<file path="src/bridge_pkg.sv">
package bridge_pkg;

    // bus payload widths
    typedef logic [31:0] addr_t;
    typedef logic [31:0] data_t;
    typedef logic [3:0]  strb_t;

    // AXI burst length, beats minus one
    typedef logic [7:0]  axi_len_t;
    typedef logic [3:0]  axi_id_t;

    // read IDs name the requesting port
    localparam axi_id_t ID_FETCH = 4'd0;
    localparam axi_id_t ID_DATA  = 4'd1;

    // shared by both port sequencers
    typedef enum logic [1:0] {
        IDLE = 2'd0,
        ADDR = 2'd1,
        DATA = 2'd2,
        RESP = 2'd3
    } port_state_t;

endpackage

</file>
<file path="src/axi_bus_mux.sv">
module axi_bus_mux import bridge_pkg::*; (
    input  logic     aclk,
    input  logic     rst_n_i,
    // refill port request
    input  logic     fetch_ar_valid_i,
    input  addr_t    fetch_ar_addr_i,
    input  axi_len_t fetch_ar_len_i,
    output logic     fetch_grant_o,
    output logic     fetch_beat_valid_o,
    output data_t    fetch_beat_data_o,
    output logic     fetch_beat_last_o,
    // data port request
    input  logic     data_ar_valid_i,
    input  addr_t    data_ar_addr_i,
    input  axi_len_t data_ar_len_i,
    output logic     data_grant_o,
    output logic     data_beat_valid_o,
    output data_t    data_beat_data_o,
    output logic     data_beat_last_o,
    // AXI read address
    output axi_id_t  arid_o,
    output addr_t    araddr_o,
    output axi_len_t arlen_o,
    output logic     arvalid_o,
    input  logic     arready_i,
    // AXI read data
    input  axi_id_t  rid_i,
    input  data_t    rdata_i,
    input  logic     rlast_i,
    input  logic     rvalid_i,
    output logic     rready_o
);

    logic last_data_q;  // previous grant went to the data port
    logic hold_q;       // AR offered but not yet taken
    logic hold_data_q;
    logic pick_data;
    logic sel_data;
    logic ar_fire;

    // round robin, the loser of the last conflict goes first
    assign pick_data = data_ar_valid_i & (~fetch_ar_valid_i | ~last_data_q);
    // keep the choice stable while arready is low
    assign sel_data  = hold_q ? hold_data_q : pick_data;

    assign arvalid_o = sel_data ? data_ar_valid_i : fetch_ar_valid_i;
    assign araddr_o  = sel_data ? data_ar_addr_i : fetch_ar_addr_i;
    assign arlen_o   = sel_data ? data_ar_len_i : fetch_ar_len_i;
    assign arid_o    = sel_data ? ID_DATA : ID_FETCH;

    assign ar_fire       = arvalid_o & arready_i;
    assign fetch_grant_o = ar_fire & ~sel_data;
    assign data_grant_o  = ar_fire & sel_data;

    always_ff @(posedge aclk) begin
        if (!rst_n_i) begin
            last_data_q <= 1'b0;
            hold_q      <= 1'b0;
            hold_data_q <= 1'b0;
        end else if (ar_fire) begin
            last_data_q <= sel_data;
            hold_q      <= 1'b0;
        end else if (arvalid_o) begin
            hold_q      <= 1'b1;
            hold_data_q <= sel_data;
        end
    end

    // caches never stall the R channel
    assign rready_o = 1'b1;

    // steer beats back by ID
    assign fetch_beat_valid_o = rvalid_i & (rid_i == ID_FETCH);
    assign fetch_beat_data_o  = rdata_i;
    assign fetch_beat_last_o  = rlast_i;
    assign data_beat_valid_o  = rvalid_i & (rid_i == ID_DATA);
    assign data_beat_data_o   = rdata_i;
    assign data_beat_last_o   = rlast_i;

endmodule

</file>
<file path="src/data_access_port.sv">
module data_access_port import bridge_pkg::*; #(
    parameter int MAX_LEN_W = 4
) (
    input  logic                 aclk,
    input  logic                 rst_n_i,
    // dcache / commit side
    input  logic                 mem_req_i,
    input  logic                 mem_we_i,
    input  addr_t                mem_addr_i,
    input  logic [MAX_LEN_W-1:0] mem_len_i,
    input  data_t                mem_wdata_i,
    input  strb_t                mem_wstrb_i,
    output logic                 mem_ready_o,
    output logic                 wdata_pull_o,
    output logic                 mem_rdata_valid_o,
    output data_t                mem_rdata_o,
    output logic                 mem_done_o,
    // read path through the mux
    output logic                 ar_valid_o,
    output addr_t                ar_addr_o,
    output axi_len_t             ar_len_o,
    input  logic                 ar_grant_i,
    input  logic                 beat_valid_i,
    input  data_t                beat_data_i,
    input  logic                 beat_last_i,
    // write channels, owned by this port alone
    output logic                 awvalid_o,
    output addr_t                awaddr_o,
    output axi_len_t             awlen_o,
    input  logic                 awready_i,
    output logic                 wvalid_o,
    output data_t                wdata_o,
    output strb_t                wstrb_o,
    output logic                 wlast_o,
    input  logic                 wready_i,
    input  logic                 bvalid_i
);

    port_state_t          state_q;
    port_state_t          state_d;
    logic                 we_q;
    addr_t                addr_q;
    logic [MAX_LEN_W-1:0] len_q;
    logic [MAX_LEN_W-1:0] cnt_q;   // write beats already accepted
    logic                 rd_data;
    logic                 wr_data;
    logic                 w_fire;

    assign mem_ready_o = (state_q == IDLE);
    assign rd_data     = (state_q == DATA) & ~we_q;
    assign wr_data     = (state_q == DATA) & we_q;

    // address phase, AR or AW depending on direction
    assign ar_valid_o = (state_q == ADDR) & ~we_q;
    assign awvalid_o  = (state_q == ADDR) & we_q;
    assign ar_addr_o  = addr_q;
    assign awaddr_o   = addr_q;
    assign ar_len_o   = axi_len_t'(len_q);
    assign awlen_o    = axi_len_t'(len_q);

    // cache holds the current word until it is pulled
    assign wvalid_o     = wr_data;
    assign wdata_o      = mem_wdata_i;
    assign wstrb_o      = mem_wstrb_i;
    assign wlast_o      = wr_data & (cnt_q == len_q);
    assign w_fire       = wvalid_o & wready_i;
    assign wdata_pull_o = w_fire;

    assign mem_rdata_valid_o = rd_data & beat_valid_i;
    assign mem_rdata_o       = beat_data_i;
    assign mem_done_o        = (rd_data & beat_valid_i & beat_last_i)
                             | ((state_q == RESP) & bvalid_i);

    always_comb begin
        state_d = state_q;
        case (state_q)
            IDLE: if (mem_req_i) state_d = ADDR;
            ADDR: begin
                if (we_q ? awready_i : ar_grant_i) state_d = DATA;
            end
            DATA: begin
                if (we_q) begin
                    if (w_fire && wlast_o) state_d = RESP;
                end else if (beat_valid_i && beat_last_i) begin
                    state_d = IDLE;
                end
            end
            RESP: if (bvalid_i) state_d = IDLE;
            default: state_d = IDLE;
        endcase
    end

    always_ff @(posedge aclk) begin
        if (mem_req_i && mem_ready_o) begin // request capture
            we_q   <= mem_we_i;
            addr_q <= mem_addr_i;
            len_q  <= mem_len_i;
            cnt_q  <= '0;
        end else if (w_fire) begin
            cnt_q <= cnt_q + 1'b1;
        end
    end

    always_ff @(posedge aclk) begin
        if (!rst_n_i) state_q <= IDLE;
        else          state_q <= state_d;
    end

endmodule

</file>
<file path="src/mem_bridge_top.sv">
module mem_bridge_top import bridge_pkg::*; #(
    parameter int MAX_LEN_W = 4
) (
    input  logic                 aclk,
    input  logic                 rst_n_i,
    // instruction refill
    input  logic                 fetch_req_i,
    input  addr_t                fetch_addr_i,
    input  logic [MAX_LEN_W-1:0] fetch_len_i,
    output logic                 fetch_ready_o,
    output logic                 fetch_data_valid_o,
    output data_t                fetch_data_o,
    output logic                 fetch_done_o,
    // data side
    input  logic                 mem_req_i,
    input  logic                 mem_we_i,
    input  addr_t                mem_addr_i,
    input  logic [MAX_LEN_W-1:0] mem_len_i,
    input  data_t                mem_wdata_i,
    input  strb_t                mem_wstrb_i,
    output logic                 mem_ready_o,
    output logic                 wdata_pull_o,
    output logic                 mem_rdata_valid_o,
    output data_t                mem_rdata_o,
    output logic                 mem_done_o,
    // AXI master
    output axi_id_t              arid_o,
    output addr_t                araddr_o,
    output axi_len_t             arlen_o,
    output logic                 arvalid_o,
    input  logic                 arready_i,
    input  axi_id_t              rid_i,
    input  data_t                rdata_i,
    input  logic                 rlast_i,
    input  logic                 rvalid_i,
    output logic                 rready_o,
    output axi_id_t              awid_o,
    output addr_t                awaddr_o,
    output axi_len_t             awlen_o,
    output logic                 awvalid_o,
    input  logic                 awready_i,
    output data_t                wdata_o,
    output strb_t                wstrb_o,
    output logic                 wlast_o,
    output logic                 wvalid_o,
    input  logic                 wready_i,
    input  axi_id_t              bid_i,
    input  logic                 bvalid_i,
    output logic                 bready_o
);

    logic     f_ar_valid, d_ar_valid;
    addr_t    f_ar_addr, d_ar_addr;
    axi_len_t f_ar_len, d_ar_len;
    logic     f_grant, d_grant;
    logic     f_beat_valid, d_beat_valid;
    data_t    f_beat_data, d_beat_data;
    logic     f_beat_last, d_beat_last;
    logic     b_hit;

    // only the data port writes
    assign awid_o   = ID_DATA;
    assign bready_o = 1'b1;
    assign b_hit    = bvalid_i & (bid_i == ID_DATA);

    refill_read_port #(.MAX_LEN_W(MAX_LEN_W)) u_refill (
        .aclk(aclk), .rst_n_i(rst_n_i),
        .fetch_req_i(fetch_req_i), .fetch_addr_i(fetch_addr_i),
        .fetch_len_i(fetch_len_i), .fetch_ready_o(fetch_ready_o),
        .fetch_data_valid_o(fetch_data_valid_o), .fetch_data_o(fetch_data_o),
        .fetch_done_o(fetch_done_o),
        .ar_valid_o(f_ar_valid), .ar_addr_o(f_ar_addr), .ar_len_o(f_ar_len),
        .ar_grant_i(f_grant), .beat_valid_i(f_beat_valid),
        .beat_data_i(f_beat_data), .beat_last_i(f_beat_last)
    );

    data_access_port #(.MAX_LEN_W(MAX_LEN_W)) u_data (
        .aclk(aclk), .rst_n_i(rst_n_i),
        .mem_req_i(mem_req_i), .mem_we_i(mem_we_i), .mem_addr_i(mem_addr_i),
        .mem_len_i(mem_len_i), .mem_wdata_i(mem_wdata_i), .mem_wstrb_i(mem_wstrb_i),
        .mem_ready_o(mem_ready_o), .wdata_pull_o(wdata_pull_o),
        .mem_rdata_valid_o(mem_rdata_valid_o), .mem_rdata_o(mem_rdata_o),
        .mem_done_o(mem_done_o),
        .ar_valid_o(d_ar_valid), .ar_addr_o(d_ar_addr), .ar_len_o(d_ar_len),
        .ar_grant_i(d_grant), .beat_valid_i(d_beat_valid),
        .beat_data_i(d_beat_data), .beat_last_i(d_beat_last),
        .awvalid_o(awvalid_o), .awaddr_o(awaddr_o), .awlen_o(awlen_o),
        .awready_i(awready_i), .wvalid_o(wvalid_o), .wdata_o(wdata_o),
        .wstrb_o(wstrb_o), .wlast_o(wlast_o), .wready_i(wready_i),
        .bvalid_i(b_hit)
    );

    axi_bus_mux u_mux (
        .aclk(aclk), .rst_n_i(rst_n_i),
        .fetch_ar_valid_i(f_ar_valid), .fetch_ar_addr_i(f_ar_addr),
        .fetch_ar_len_i(f_ar_len), .fetch_grant_o(f_grant),
        .fetch_beat_valid_o(f_beat_valid), .fetch_beat_data_o(f_beat_data),
        .fetch_beat_last_o(f_beat_last),
        .data_ar_valid_i(d_ar_valid), .data_ar_addr_i(d_ar_addr),
        .data_ar_len_i(d_ar_len), .data_grant_o(d_grant),
        .data_beat_valid_o(d_beat_valid), .data_beat_data_o(d_beat_data),
        .data_beat_last_o(d_beat_last),
        .arid_o(arid_o), .araddr_o(araddr_o), .arlen_o(arlen_o),
        .arvalid_o(arvalid_o), .arready_i(arready_i),
        .rid_i(rid_i), .rdata_i(rdata_i), .rlast_i(rlast_i),
        .rvalid_i(rvalid_i), .rready_o(rready_o)
    );

endmodule

</file>
<file path="src/refill_read_port.sv">
module refill_read_port import bridge_pkg::*; #(
    parameter int MAX_LEN_W = 4
) (
    input  logic                 aclk,
    input  logic                 rst_n_i,
    // icache refill side
    input  logic                 fetch_req_i,
    input  addr_t                fetch_addr_i,
    input  logic [MAX_LEN_W-1:0] fetch_len_i,
    output logic                 fetch_ready_o,
    output logic                 fetch_data_valid_o,
    output data_t                fetch_data_o,
    output logic                 fetch_done_o,
    // towards the mux
    output logic                 ar_valid_o,
    output addr_t                ar_addr_o,
    output axi_len_t             ar_len_o,
    input  logic                 ar_grant_i,
    input  logic                 beat_valid_i,
    input  data_t                beat_data_i,
    input  logic                 beat_last_i
);

    port_state_t          state_q;
    addr_t                addr_q;
    logic [MAX_LEN_W-1:0] len_q;
    logic                 in_data;

    assign fetch_ready_o = (state_q == IDLE);
    assign in_data       = (state_q == DATA);

    assign ar_valid_o = (state_q == ADDR);
    assign ar_addr_o  = addr_q;
    assign ar_len_o   = axi_len_t'(len_q); // zero extend to the bus field

    // beats go straight to the cache, no buffering
    assign fetch_data_valid_o = in_data & beat_valid_i;
    assign fetch_data_o       = beat_data_i;
    assign fetch_done_o       = in_data & beat_valid_i & beat_last_i;

    always_ff @(posedge aclk) begin
        if (fetch_req_i && fetch_ready_o) begin
            addr_q <= fetch_addr_i;
            len_q  <= fetch_len_i;
        end
    end

    always_ff @(posedge aclk) begin
        if (!rst_n_i) begin
            state_q <= IDLE;
        end else begin
            case (state_q)
                IDLE:    if (fetch_req_i) state_q <= ADDR;
                ADDR:    if (ar_grant_i) state_q <= DATA;
                DATA:    if (fetch_done_o) state_q <= IDLE;
                default: state_q <= IDLE;
            endcase
        end
    end

endmodule
</file>
<file path="config.mk">
export PLATFORM = sky130hd
export DESIGN_NAME = mem_bridge_top
export DESIGN_NICKNAME = d
export VERILOG_FILES = /design/src/bridge_pkg.sv /design/src/axi_bus_mux.sv /design/src/data_access_port.sv /design/src/mem_bridge_top.sv /design/src/refill_read_port.sv
export SDC_FILE = /design/constraint.sdc
export NUM_CORES = 1
export LEC_CHECK = 0
export ABC_AREA = 1
export BUFFER_PORTS_ARGS = -buffer_cell sky130_fd_sc_hd__buf_2
export CORE_AREA = 2 2 140 142
export CTS_CLUSTER_DIAMETER = 80
export CTS_CLUSTER_SIZE = 30
export DETAILED_ROUTE_END_ITERATION = 16
export DIE_AREA = 0 0 142 144
export GPL_TIMING_DRIVEN = 0
export PLACE_DENSITY = 0.54
export SYNTH_ARGS = -nofsm -noshare
export SYNTH_HDL_FRONTEND = slang
export SYNTH_SLANG_ARGS = --single-unit
</file>
<file path="constraint.sdc">
create_clock -name aclk -period 8.05 [get_ports aclk]
set_clock_uncertainty 0.05 [all_clocks]
set_input_delay 0.805 -clock aclk [delete_from_list [all_inputs] [get_ports aclk]]
set_output_delay 0.805 -clock aclk [all_outputs]
set_load 0.02 [all_outputs]
</file>
* Word-level counts from Yosys, hierarchy flattened
Index checks and enable logic that the tools add are counted.
** Storage, ports and cells
- Flip-flop bits (word level) :: 84
- Bits of input ports :: 159
- Output and inout port bits :: 201
- Logic and storage cells :: 82
** Cells by class
- $add $sub $neg :: 1
- Equality and inequality tests :: 16
- Multiplexer cells :: 17
- Bitwise gates (word level) :: 26
- Reductions and logical operators :: 11
** Operators with widths (number)
- $mux W32 :: 1
- $and A1 B1 Y1 :: 18
- $mux W2 :: 9
- $ne A2 B2 Y1 const B :: 5
- $eq A4 B1 Y1 const B :: 2
- $pmux W2 S4 :: 1
- $eq A2 B2 Y1 const B :: 3
- $not A1 Y1 :: 6
- $pmux W2 S3 :: 1
- $reduce_and A5 Y1 :: 1
- $add A4 B1 Y4 const B :: 1
- $eq A2 B1 Y1 const B :: 2
- $eq A4 B4 Y1 :: 1
- $logic_and A1 B1 Y1 :: 4
- $logic_not A2 Y1 :: 2
- $logic_not A4 Y1 :: 1
- $mux W1 :: 4
- $mux W4 :: 1
- $ne A3 B2 Y1 const B :: 1
- $ne A3 B3 Y1 const B :: 1
- $reduce_and A3 Y1 :: 1
- $ne A2 B1 Y1 const B :: 1
- $or A1 B1 Y1 :: 2
- $reduce_and A2 Y1 :: 1
- $reduce_or A2 Y1 :: 1

* Longest topological paths before layout
Gate-level depths: netlist (run 1).
- Depth in word-level cells :: 11
- Mapped depth :: 10
- Depth with buffers taken out :: 10

* By module
From an unflattened synthesis (run 1), not the netlist that was laid out.
** Second synthesis, totals
- Cells, all modules :: 580
- Area total of the unflattened synthesis :: 5287.6 sq um
** Modules (own cells, without submodules)
- data_access_port :: times used 1, cells each 234, area each 2436.1 sq um, seq. area each 1231.2 sq um
- refill_read_port :: times used 1, cells each 94, area each 1482.7 sq um, seq. area each 1121.1 sq um
- axi_bus_mux :: times used 1, cells each 239, area each 1292.5 sq um, seq. area each 60.1 sq um
- mem_bridge_top :: times used 1, cells each 13, area each 76.3 sq um, seq. area each 0.0 sq um

* Worst setup path before layout (run 1)
Ideal clock, no wire load.
- Kind :: input -> register
- From :: input mem_req_i
- To :: register u_data.addr_q[0], in the netlist u_data.ar_addr_o[0], enable pin
- Setup time :: 434 ps
- Arrival :: 2483 ps
- Data required time :: 7566 ps
- Path slack :: 5083 ps
- Stages on the path :: 2
- Path buffers :: 0
- Cells stage by stage :: inv_1 -> nor2_1
** Between the ends
- Longest elaborated chain between the ends :: 1
** Ends and longest elaborated chain
- start, declared :: RTL line mem_bridge_top.sv:15 : input logic mem_req_i,
- $logic_and A1 B1 Y1 :: RTL line data_access_port.sv:94 : if (mem_req_i && mem_ready_o) begin
- end signal, assigned :: RTL line data_access_port.sv:96 : addr_q <= mem_addr_i;
- end, declared :: RTL line data_access_port.sv:42 : addr_t addr_q;
Every way passes these cells.
A chain may end at the register's enable or synchronous reset.

* Worst setup path in the final report (run 1)
- From :: register u_data.we_q
- To :: output arlen_o[3]
** Between the ends
- Longest elaborated chain between the ends :: 5
** Ends and longest elaborated chain
- start, declared :: RTL line data_access_port.sv:41 : logic we_q;
- start signal, assigned :: RTL line data_access_port.sv:95 : we_q <= mem_we_i;
- $not A1 Y1 :: RTL line data_access_port.sv:54 : assign ar_valid_o = (state_q == ADDR) & ~we_q;
- $and A1 B1 Y1 :: RTL line data_access_port.sv:54
- $and A1 B1 Y1 :: RTL line axi_bus_mux.sv:42 : assign pick_data = data_ar_valid_i & (~fetch_ar_valid_i | ~last_data_q);
- $mux W1 :: RTL line axi_bus_mux.sv:44 : assign sel_data = hold_q ? hold_data_q : pick_data;
- $mux W4 :: RTL line axi_bus_mux.sv:48 : assign arlen_o = sel_data ? data_ar_len_i : fetch_ar_len_i;
- end, declared :: RTL line mem_bridge_top.sv:29 : output axi_len_t arlen_o,
Every way passes these cells.

==> run metrics, run 1 <==
number of port buffers=274; max cap viols=0; final setup fails=0; TritonCTS clock tree=done; pwr/cell area=250.6 mW/mm²; gr ovfl total=0; status=finished, final reports clean; Comb pwr share=0.356; Via Count=3659; fin. max-slew vios=0; io pins=360; FF-to-FF path depth=3; arrival time worst endpoint=1.87 ns; Cell Area, Synth=0.004314 mm²; Initial DRC Count=81; post-DP HPWL=11360 µm; Critical Path End Type=primary output; Die Y=144 µm; Worst R2R End=u_refill.len_q[0]$_DFFE_PP_; met3 usage=0.04570; cell mode on critical path=buf_2; CTS buffer count=9; # diodes=0; largest net degree at the start of global routing=37; setup_tns=0 ns; die area=0.02045 mm²; Worst-Margin Slew=0.8372 ns; cts hold-fix bufs=0; Setup crit start=u_data.we_q$_DFFE_PP_; Yosys cell types=27; row count=51; cts repair resizes=0; Global Route met1 Usage=0.1219; router iterations before antenna repair=4; synthesis-stage register bit count=84; CP Class=reg -> out; CTS H-tree depth=3; synthesis-to-finish area growth=47.71%; end of the critical path=arlen_o[3]; first-pass GRT wire length=18290 µm; clock tree sinks=84; P_leak=3.279 nW; DP Area=0.006067 mm²; WP data required=7.19 ns; GR peak layer=met2; Avg WL per Cell=13.82 µm; nets=900; deepest clock path buffer count=2; post-synthesis sequential area ratio=0.5592; Tot GR Track Use=0.1219; Synth warnings=0; Via density=3.730; fmax=367.0 MHz; vias in the first global route=3281; initial antenna violation count=1; Routed WL=13560 µm; Slew HR=0.4418; Final GP Congestion=0.7408; CP max stage cell=edfxtp_1; drt drc=0; CP Launch Type=flip-flop; Clk Latency, worst-skew pair=0.33 ns; Final Hold Viols=0; layout cell share with drive strength beyond 1=0.5760; VDD IR-drop max=0.0001239 V; Sequential Power Share=0.373; Initial Utilization=0.2261; Tmin final=2.725 ns; Critical Path Fanout Max=10; reg2reg setup slack=6.33 ns; crit-path max cell delay=0.50 ns; period utilisation layout=0.3385; Final Power=0.001597 W; register clock-pin slew on the reported worst setup and hold paths=0.07 ns; Synth Instances=439; Antenna Nets Post-Route=0; Sw Share=0.3588; Root Driver=clkbuf_16; non-filler cells, final=981; setup repair bufs after CTS=0; Core Region=0.01908 mm²; Pint=0.001024 W; worst path cell trace=nor2_4 -> nand3_2 -> nand2_4 -> inv_2 -> buf_2 -> o21ai_1 -> buf_2; die extent in x=142 µm; FILL cells=2011; syn_area_per_cell=9.827 µm²; reg2reg start=u_refill.state_q[1]$_SDFFE_PN0P_; Finished Cell Area=0.006372 mm²; RSZ-0062 raised after global routing=false; Reg area=0.002412 mm²; sw power=0.0005731 W; area of the multi-input gates=943.4 µm²; Post-Place Cells=967; GR met2 Demand/Resource=0.2321; Worst Hold Class=reg -> reg; share of total power in the clock network=0.272
[synth_stat cells]
cell type	number	area [µm²]
nor2_4	2	22.52
o21ai_0	3	15.01
dfxtp_1	11	220.2
nor4_2	1	12.51
a21oi_1	9	45.04
o21ai_1	5	25.02
edfxtp_1	73	2192
nor2_2	1	6.260
inv_1	25	93.84
nand2_2	3	18.77
and2_1	1	6.260
nor2_1	16	60.06
nand2_4	1	11.26
o21bai_1	2	15.01
conb_1	2	7.510
buf_4	118	885.9
nand3_2	1	10.01
or2_2	2	12.51
ha_1	1	12.51
nand3_1	8	40.04
inv_2	2	7.510
or2_0	1	6.260
nand4_1	1	6.260
nand2_1	137	514.2
o22ai_1	2	12.51
nor3_1	4	20.02
buf_2	7	35.03
[per-layer routing]
| metal | routed length (µm) | vias to the layer above |
|---|---|---|
| met1 | 4813 | 1577 |
| met5 | 12 | - |
| met4 | 191 | 2 |
| li1 | - | 1869 |
| met3 | 1294 | 15 |
| met2 | 7242 | 196 |
[cells in the final DEF, fill, tap and decap left out, drive strengths merged]
master      n
a21oi       9
and2        1
buf       400
bufinv      2
clkbuf     10
clkinv      1
clkinvlp    1
conb       17
dfxtp      11
edfxtp     73
ha          1
inv        27
nand2     141
nand3       9
nand4       1
nor2       19
nor3        4
nor4        1
o21ai       8
o21bai      2
o22ai       2
or2         3
[flip-flops by register name, summed over array words and instances (netlist names)]
register,flops
u_data.ar_addr_o,32
u_data.len_q,4
u_mux.last_data_q,1
u_data.we_q,1
u_data.state_q,2
u_refill.len_q,4
u_data.cnt_q,4
u_mux.hold_data_q,1
u_mux.hold_q,1
u_refill.state_q,2
u_refill.ar_addr_o,32
[worst min path at each step]
stage                                         from                             end  cells past startpoint
floorplan           u_mux.hold_data_q$_SDFFE_PN0P_  u_mux.hold_data_q$_SDFFE_PN0P_                      2
global placement    u_mux.hold_data_q$_SDFFE_PN0P_  u_mux.hold_data_q$_SDFFE_PN0P_                      2
detailed placement  u_mux.hold_data_q$_SDFFE_PN0P_  u_mux.hold_data_q$_SDFFE_PN0P_                      2
CTS                 u_mux.hold_data_q$_SDFFE_PN0P_  u_mux.hold_data_q$_SDFFE_PN0P_                      2
global route        u_mux.last_data_q$_SDFFE_PN0N_  u_mux.last_data_q$_SDFFE_PN0N_                      2
finish              u_mux.hold_data_q$_SDFFE_PN0P_  u_mux.hold_data_q$_SDFFE_PN0P_                      2
[through the flow]
step | utilization | setup WS [ns] | hold WS (ns)
2_1_floorplan | - | 5.083 | 0.3995
3_3_place_gp | 0.3165 | 3.739 | 0.4158
3_5_place_dp | 0.3180 | 5.302 | 0.4276
4_1_cts | 0.3340 | 5.227 | 0.4372
5_1_grt | 0.3340 | 5.137 | 0.4589
6_report | 0.3340 | 5.325 | 0.4330
[power groups by stage]
| stage | clock, W | combinational, W | sequential, W |
|---|---|---|---|
| after floorplan | 0 | 0.000320 | 0.000656 |
| after global placement | 0 | 0.000568 | 0.000608 |
| after detailed placement | 0 | 0.000579 | 0.000605 |
| after CTS | 0.000446 | 0.000580 | 0.000597 |
| after global routing | 0.000464 | 0.000621 | 0.000604 |
| final | 0.000434 | 0.000568 | 0.000595 |
[cell type report]
class / count / share of cell area
plain buffers: 125 / 0.1445
clock inverters: 4 / 0.01198
well taps: 238 / 0.04673
repair buffers: 275 / 0.2183
multi-input cells: 218 / 0.1480
inverters: 27 / 0.01590
flip-flops and latches: 84 / 0.3786
clock buffers: 10 / 0.03593
[worst max-delay path: cells and delay by family, from the launching register on]
kind | cells | cell delay [ns]
flops | 1 | 0.50
buf+inv | 3 | 0.47
simple gates | 3 | 0.44
compound gates | 1 | 0.14
[logic make-up after synthesis]
logic type      share of synthesized area
fa+ha+maj                        0.002900
other cells                      0.001741
flops                              0.5592
simple gates                       0.1731
buf+inv                            0.2369
compound gates                    0.02610
No activity file was read; power rests on OpenSTA's default activity.
==> inputs of run 2 (changes only) <==
--- a/config.mk
+++ b/config.mk
@@ -5,15 +5,15 @@
 export SDC_FILE = /design/constraint.sdc
 export NUM_CORES = 1
 export LEC_CHECK = 0
-export ABC_AREA = 1
+export ABC_AREA = 0
 export BUFFER_PORTS_ARGS = -buffer_cell sky130_fd_sc_hd__buf_2
-export CORE_AREA = 2 2 140 142
+export CORE_AREA = 2 2 141 143
 export CTS_CLUSTER_DIAMETER = 80
 export CTS_CLUSTER_SIZE = 30
 export DETAILED_ROUTE_END_ITERATION = 16
-export DIE_AREA = 0 0 142 144
+export DIE_AREA = 0 0 143 145
 export GPL_TIMING_DRIVEN = 0
-export PLACE_DENSITY = 0.54
+export PLACE_DENSITY = 0.56
 export SYNTH_ARGS = -nofsm -noshare
 export SYNTH_HDL_FRONTEND = slang
 export SYNTH_SLANG_ARGS = --single-unit
==> constraint.sdc (replaced) <==
create_clock -name aclk -period 2.4 [get_ports aclk]
set_clock_uncertainty 0.05 [all_clocks]
set_input_delay 0.24 -clock aclk [delete_from_list [all_inputs] [get_ports aclk]]
set_output_delay 0.24 -clock aclk [all_outputs]
set_load 0.02 [all_outputs]
==> run metrics, run 2 <==
status=finished, violations left; failing checks=negative setup slack; layout cell share with drive strength beyond 1=0.7160; initial antenna violation count=1; period utilisation layout=1.050; io pins=360; Initial Utilization=0.2266; die extent in x=143 µm; Post-synth top cells=118 x buf_4, 73 x edfxtp_1, 36 x mux2_2; Via Count=3436; vias in the first global route=3314; WP data required=2.11 ns; deepest clock path buffer count=2; area leader, netlist=edfxtp_1; Tmin final=2.519 ns; CTS buffer count=9; RSZ-0062 raised after global routing=true; Die Y=145 µm; Cell Area, Synth=0.004352 mm²; Worst-Margin Slew=1.043 ns; TritonCTS clock tree=done; Synth Instances=338; VDD IR-drop max=0.0004497 V; router iterations before antenna repair=4; Critical Path Fanout Max=10; nets=804; Final Hold Viols=0; Worst Hold Class=in -> reg; # diodes=0; most frequent cells in the layout=257 x buf_2, 123 x buf_4, 73 x edfxtp_1; CTS H-tree depth=3; Tot GR Track Use=0.1304; Final GP Congestion=0.8043; synthesis-to-finish area growth=52.50%; Via density=3.763; Initial DRC Count=56; register clock-pin slew on the reported worst setup and hold paths=0.07 ns; post-DP HPWL=11960 µm; clock tree sinks=84; EDFF count, synth=73; final worst setup slack=-0.1191 ns; P_leak=3.125 nW; CP Class=reg -> out; count leader, synth=buf_4; first-pass GRT wire length=19890 µm; Core Region=0.01921 mm²; Final Util=0.3455; Critical Path End Type=primary output; row count=51; top-area cell type share of the netlist area=0.5037; Main synth FF type=edfxtp_1; synthesis-stage register bit count=84; Yosys cell types=44; Antenna Nets Post-Route=0; post-synthesis sequential area ratio=0.5543; number of port buffers=274; drt drc=0; Avg WL per Cell=15.70 µm; fin. max-slew vios=0; Root Driver=clkbuf_16; die area=0.02074 mm²; top post-synthesis cells by area=edfxtp_1 50%, buf_4 20%, mux2_2 9.3%; asr flop ratio synth=0; FF-to-FF path depth=4; syn_area_per_cell=12.87 µm²; Clk Latency, worst-skew pair=0.33 ns; largest net degree at the start of global routing=42; max cap viols=0; Synth warnings=0; pwr/cell area=807.5 mW/mm²; Routed WL=14340 µm; Final Power=0.005359 W; arrival time worst endpoint=2.23 ns; final setup fails=35; hold depth=1; fmax=397.0 MHz; commonest non-fill, non-tap cell in the layout=buf_2; CP Launch Type=flip-flop; Slew HR=0.3044; cts hold-fix bufs=0; gr ovfl total=0
## run 2: cell types whose count changed in the layout (fill, tap and decap cells not counted), sizes merged, moves of 5 or more
cell    before  now
nand2      141   10
mux2         0   36
xor2         0    6
nor2        19   11
inv         27    7
nand3        9    1
nand2b       0    5
## run 2: routing by layer
layer | GRT usage | part of all wire | up-vias
met3 | 0.04323 | 0.10 | 19
met2 | 0.2342 | 0.51 | 231
met4 | 0.04703 | 0.018 | 2
li1 | - | - | 1664
met1 | 0.1408 | 0.37 | 1520
met5 | 0 | 0.00091 | -
## run 2: cell type report
| cell class | instances | area (µm²) |
|---|---|---|
| Clock buffer | 9 | 225.2 |
| Timing Repair Buffer | 280 | 1550 |
| Clock inverter | 6 | 47.55 |
| Tap cell | 265 | 331.6 |
| Sequential cell | 84 | 2414 |
| Fill cell | 1935 | 12570 |
| Buffer | 127 | 980.9 |
| Inverter | 5 | 18.77 |
| Multi-Input combinational cell | 137 | 1069 |
## run 2: final timing paths
path                                                     start                               end  slack [ns]
worst max-delay path                     u_data.we_q$_DFFE_PP_                      araddr_o[10]       -0.12
worst min-delay path                          fetch_addr_i[17]  u_refill.ar_addr_o[17]$_DFFE_PP_        0.03
worst max register to register  u_data.state_q[0]$_SDFFE_PN0P_     u_data.ar_addr_o[5]$_DFFE_PP_        0.24
worst min register to register  u_mux.last_data_q$_SDFFE_PN0N_    u_mux.last_data_q$_SDFFE_PN0N_        0.45
## run 2: through the flow
step	TNS (ns)	area, µm²	setup slack (ns)	hold slack, ns	instances
2_1_floorplan	0	4409	0.3514	0.2889	353
3_5_place_dp	-3.819	6112	-0.1377	0.3681	892
4_1_cts	-4.269	6492	-0.1448	0.01155	911
3_3_place_gp	-3.075	6112	-0.1393	0.3661	892
5_1_grt	-6.145	6636	-0.1937	0.008328	913
6_report	-2.970	6636	-0.1191	0.02654	913
## run 2: critical path, stage by stage, from the launching register on
cell and delay [ns]:
edfxtp_1 0.40, or3b_4 0.44, o31ai_4 0.23, buf_12 0.18, buf_12 0.14, mux2_2 0.35, buf_2 0.16
## run 2: logic make-up (layout without fill, tap and decap cells)
family	after synthesis	after routing	share of synthesized area
mux	37	37	0.09546
other cells	2	17	0.001726
flops	84	84	0.5543
simple gates	52	52	0.07044
compound gates	23	23	0.03853
fa+ha+maj	1	1	0.002875
buf+inv	132	427	0.2225
xor+xnor	7	7	0.01409
## run 2: timing repair
action | 4_1_cts | 5_1_grt
gates resized for setup | 19 | 38
endpoints found under the setup margin | 75 | 76
buffers inserted | 4 | 2
pin swaps | 2 | 0
## run 2: report_power, final
part / internal, W / switching (W) / leakage [nW]
clock network: 0.000702 / 0.000572 / 0.121
registers: 0.00187 / 0.000121 / 0.788
logic: 0.000925 / 0.00117 / 2.22
total: 0.00350 / 0.00186 / 3.12
==> inputs of run 3 (changes only) <==
--- a/config.mk
+++ b/config.mk
@@ -13,7 +13,9 @@
 export DETAILED_ROUTE_END_ITERATION = 16
 export DIE_AREA = 0 0 143 145
 export GPL_TIMING_DRIVEN = 0
-export PLACE_DENSITY = 0.56
+export PLACE_DENSITY_LB_ADDON = 0.12
+export SETUP_SLACK_MARGIN = 0.15
 export SYNTH_ARGS = -nofsm -noshare
 export SYNTH_HDL_FRONTEND = slang
 export SYNTH_SLANG_ARGS = --single-unit
+export TNS_END_PERCENT = 20
==> run metrics, run 3 (synthesis results as in run 2) <==
status=finished, violations left; failing checks=negative setup slack; crit-path max cell delay=0.43 ns; TritonCTS clock tree=done; CP max stage cell=or3b_4; Avg WL per Cell=14.79 µm; WHS Endpoint=u_refill.ar_addr_o[4]$_DFFE_PP_; commonest non-fill, non-tap cell in the layout=buf_2; fin. max-slew vios=0; # diodes=0; Clk Latency, worst-skew pair=0.33 ns; Die Y=145 µm; Final GP Congestion=0.7565; Initial DRC Count=67; most frequent cells in the layout=258 x buf_2, 125 x buf_4, 73 x edfxtp_1; WL met3=1065 µm; VDD IR-drop max=0.0003770 V; row count=51; smallest hold slack=0.02384 ns; pwr/cell area=809.5 mW/mm²; final setup fails=35; die area=0.02074 mm²; Via Count=3456; arrival time worst endpoint=2.21 ns; sw power=0.001795 W; gr ovfl total=0; drt drc=0; Tmin final=2.499 ns; Final Hold Viols=0; reg2reg setup slack=0.49 ns; synthesis-to-finish area growth=52.82%; CP Launch Type=flip-flop; vias in the first global route=3498; Final Power=0.005383 W; Antenna Nets Post-Route=0; Via density=3.777; Root Driver=clkbuf_16; Pint=0.003588 W; share of total power in the clock network=0.245; met2 wire len=7332 µm; nets=806; Critical Path Fanout Max=10; Sw Share=0.3334; CTS H-tree depth=3; Slew HR=0.5679; fmax=400.2 MHz; Routed WL=13540 µm; register clock-pin slew on the reported worst setup and hold paths=0.06 ns; FF-to-FF path depth=7; Worst Hold Class=in -> reg; largest net degree at the start of global routing=42; Sequential Power Share=0.367; worst path cell trace=or3b_4 -> o31ai_4 -> buf_12 -> buf_12 -> mux2_2 -> buf_2; cts hold-fix bufs=0; hold depth=1; Post-Place Setup Slack=-0.1627 ns; Worst-Margin Slew=0.6482 ns; Tot GR Track Use=0.1235; CP Class=reg -> out; number of port buffers=274; reg2reg start=u_data.we_q$_DFFE_PP_; Critical Path End Type=primary output; post-DP HPWL=10940 µm; io pins=360; RSZ-0062 raised after global routing=true; layout cell share with drive strength beyond 1=0.7077; WP data required=2.11 ns; period utilisation layout=1.041; Comb pwr share=0.388; cell mode on critical path=buf_12; die extent in x=143 µm; Core Region=0.01921 mm²; Initial Utilization=0.2266; Setup crit start=u_data.we_q$_DFFE_PP_; Final Util=0.3462; deepest clock path buffer count=2; Worst R2R End=u_data.state_q[0]$_SDFFE_PN0P_; clock tree sinks=84; setup_tns=-2.276 ns; max cap viols=0; CTS buffer count=9; met1 wire length=4808 µm; Hold Startpoint=fetch_addr_i[4]; P_leak=3.138 nW; initial antenna violation count=1; first-pass GRT wire length=19190 µm; router iterations before antenna repair=6; final worst setup slack=-0.09871 ns; Max Used Layer=met4
[run 3: changes by cell type in the layout (fill, tap and decap cells not counted), sizes merged]
| cell | before | now |
|---|---|---|
| bufinv | 0 | 1 |
| clkbuf | 13 | 16 |
| inv | 7 | 5 |
| clkinvlp | 4 | 0 |
| clkinv | 0 | 3 |
| buf | 403 | 404 |
[run 3: worst max path at each step]
stage / to / slack [ns] / depth (start not counted)
after floorplan: araddr_o[0] / 0.35 / 4
after global placement: araddr_o[18] / -0.18 / 5
after detailed placement: araddr_o[18] / -0.16 / 5
after CTS: araddr_o[18] / -0.12 / 6
after global routing: araddr_o[18] / -0.18 / 6
final: araddr_o[18] / -0.1 / 6
[run 3: final cells by class]
| type | count | area [µm²] |
|---|---|---|
| timing repair buffer | 282 | 1553 |
| fill | 1976 | 12560 |
| buffer | 127 | 988.4 |
| multi-input combinational | 137 | 1071 |
| sequential | 84 | 2414 |
| inverter | 5 | 18.77 |
| clock buffer | 11 | 232.7 |
| tap | 265 | 331.6 |
| clock inverter | 4 | 41.29 |
[run 3: power by group through the flow]
stage	logic (W)	registers (W)	clock network, W
2_1_floorplan	0.00111	0.00213	0
3_3_place_gp	0.00189	0.00201	0
3_5_place_dp	0.00189	0.00201	0
4_1_cts	0.00202	0.00198	0.00137
5_1_grt	0.00224	0.00201	0.00142
6_report	0.00209	0.00197	0.00132
[run 3: critical path, delay by kind of cell (launching register included)]
family	cells	cell delay (ns)
muxes	1	0.34
AOI/OAI and AO/OA	1	0.22
buffers and inverters	3	0.48
and+or+nand+nor	1	0.43
DFF	1	0.38
[run 3: repair_timing]
item / CTS / global route
endpoints found under the setup margin: 75 / 41
pin swaps: 2 / 0
resized for setup: 25 / 28
gates cloned: 0 / 0
endpoints found under the hold margin: 0 / 0
buffers inserted: 4 / 3
[run 3: stage by stage]
| step | instance area (µm²) | cells |
|---|---|---|
| after floorplan | 4409 | 353 |
| final | 6650 | 915 |
| after global placement | 6112 | 892 |
| after global routing | 6650 | 915 |
| after CTS | 6534 | 912 |
| after detailed placement | 6132 | 893 |
[run 3: per-layer routing]
layer	track usage	vias up
li1	-	1671
met1	0.1238	1585
met2	0.2361	184
met3	0.03102	16
met4	0.05248	0
met5	0	-
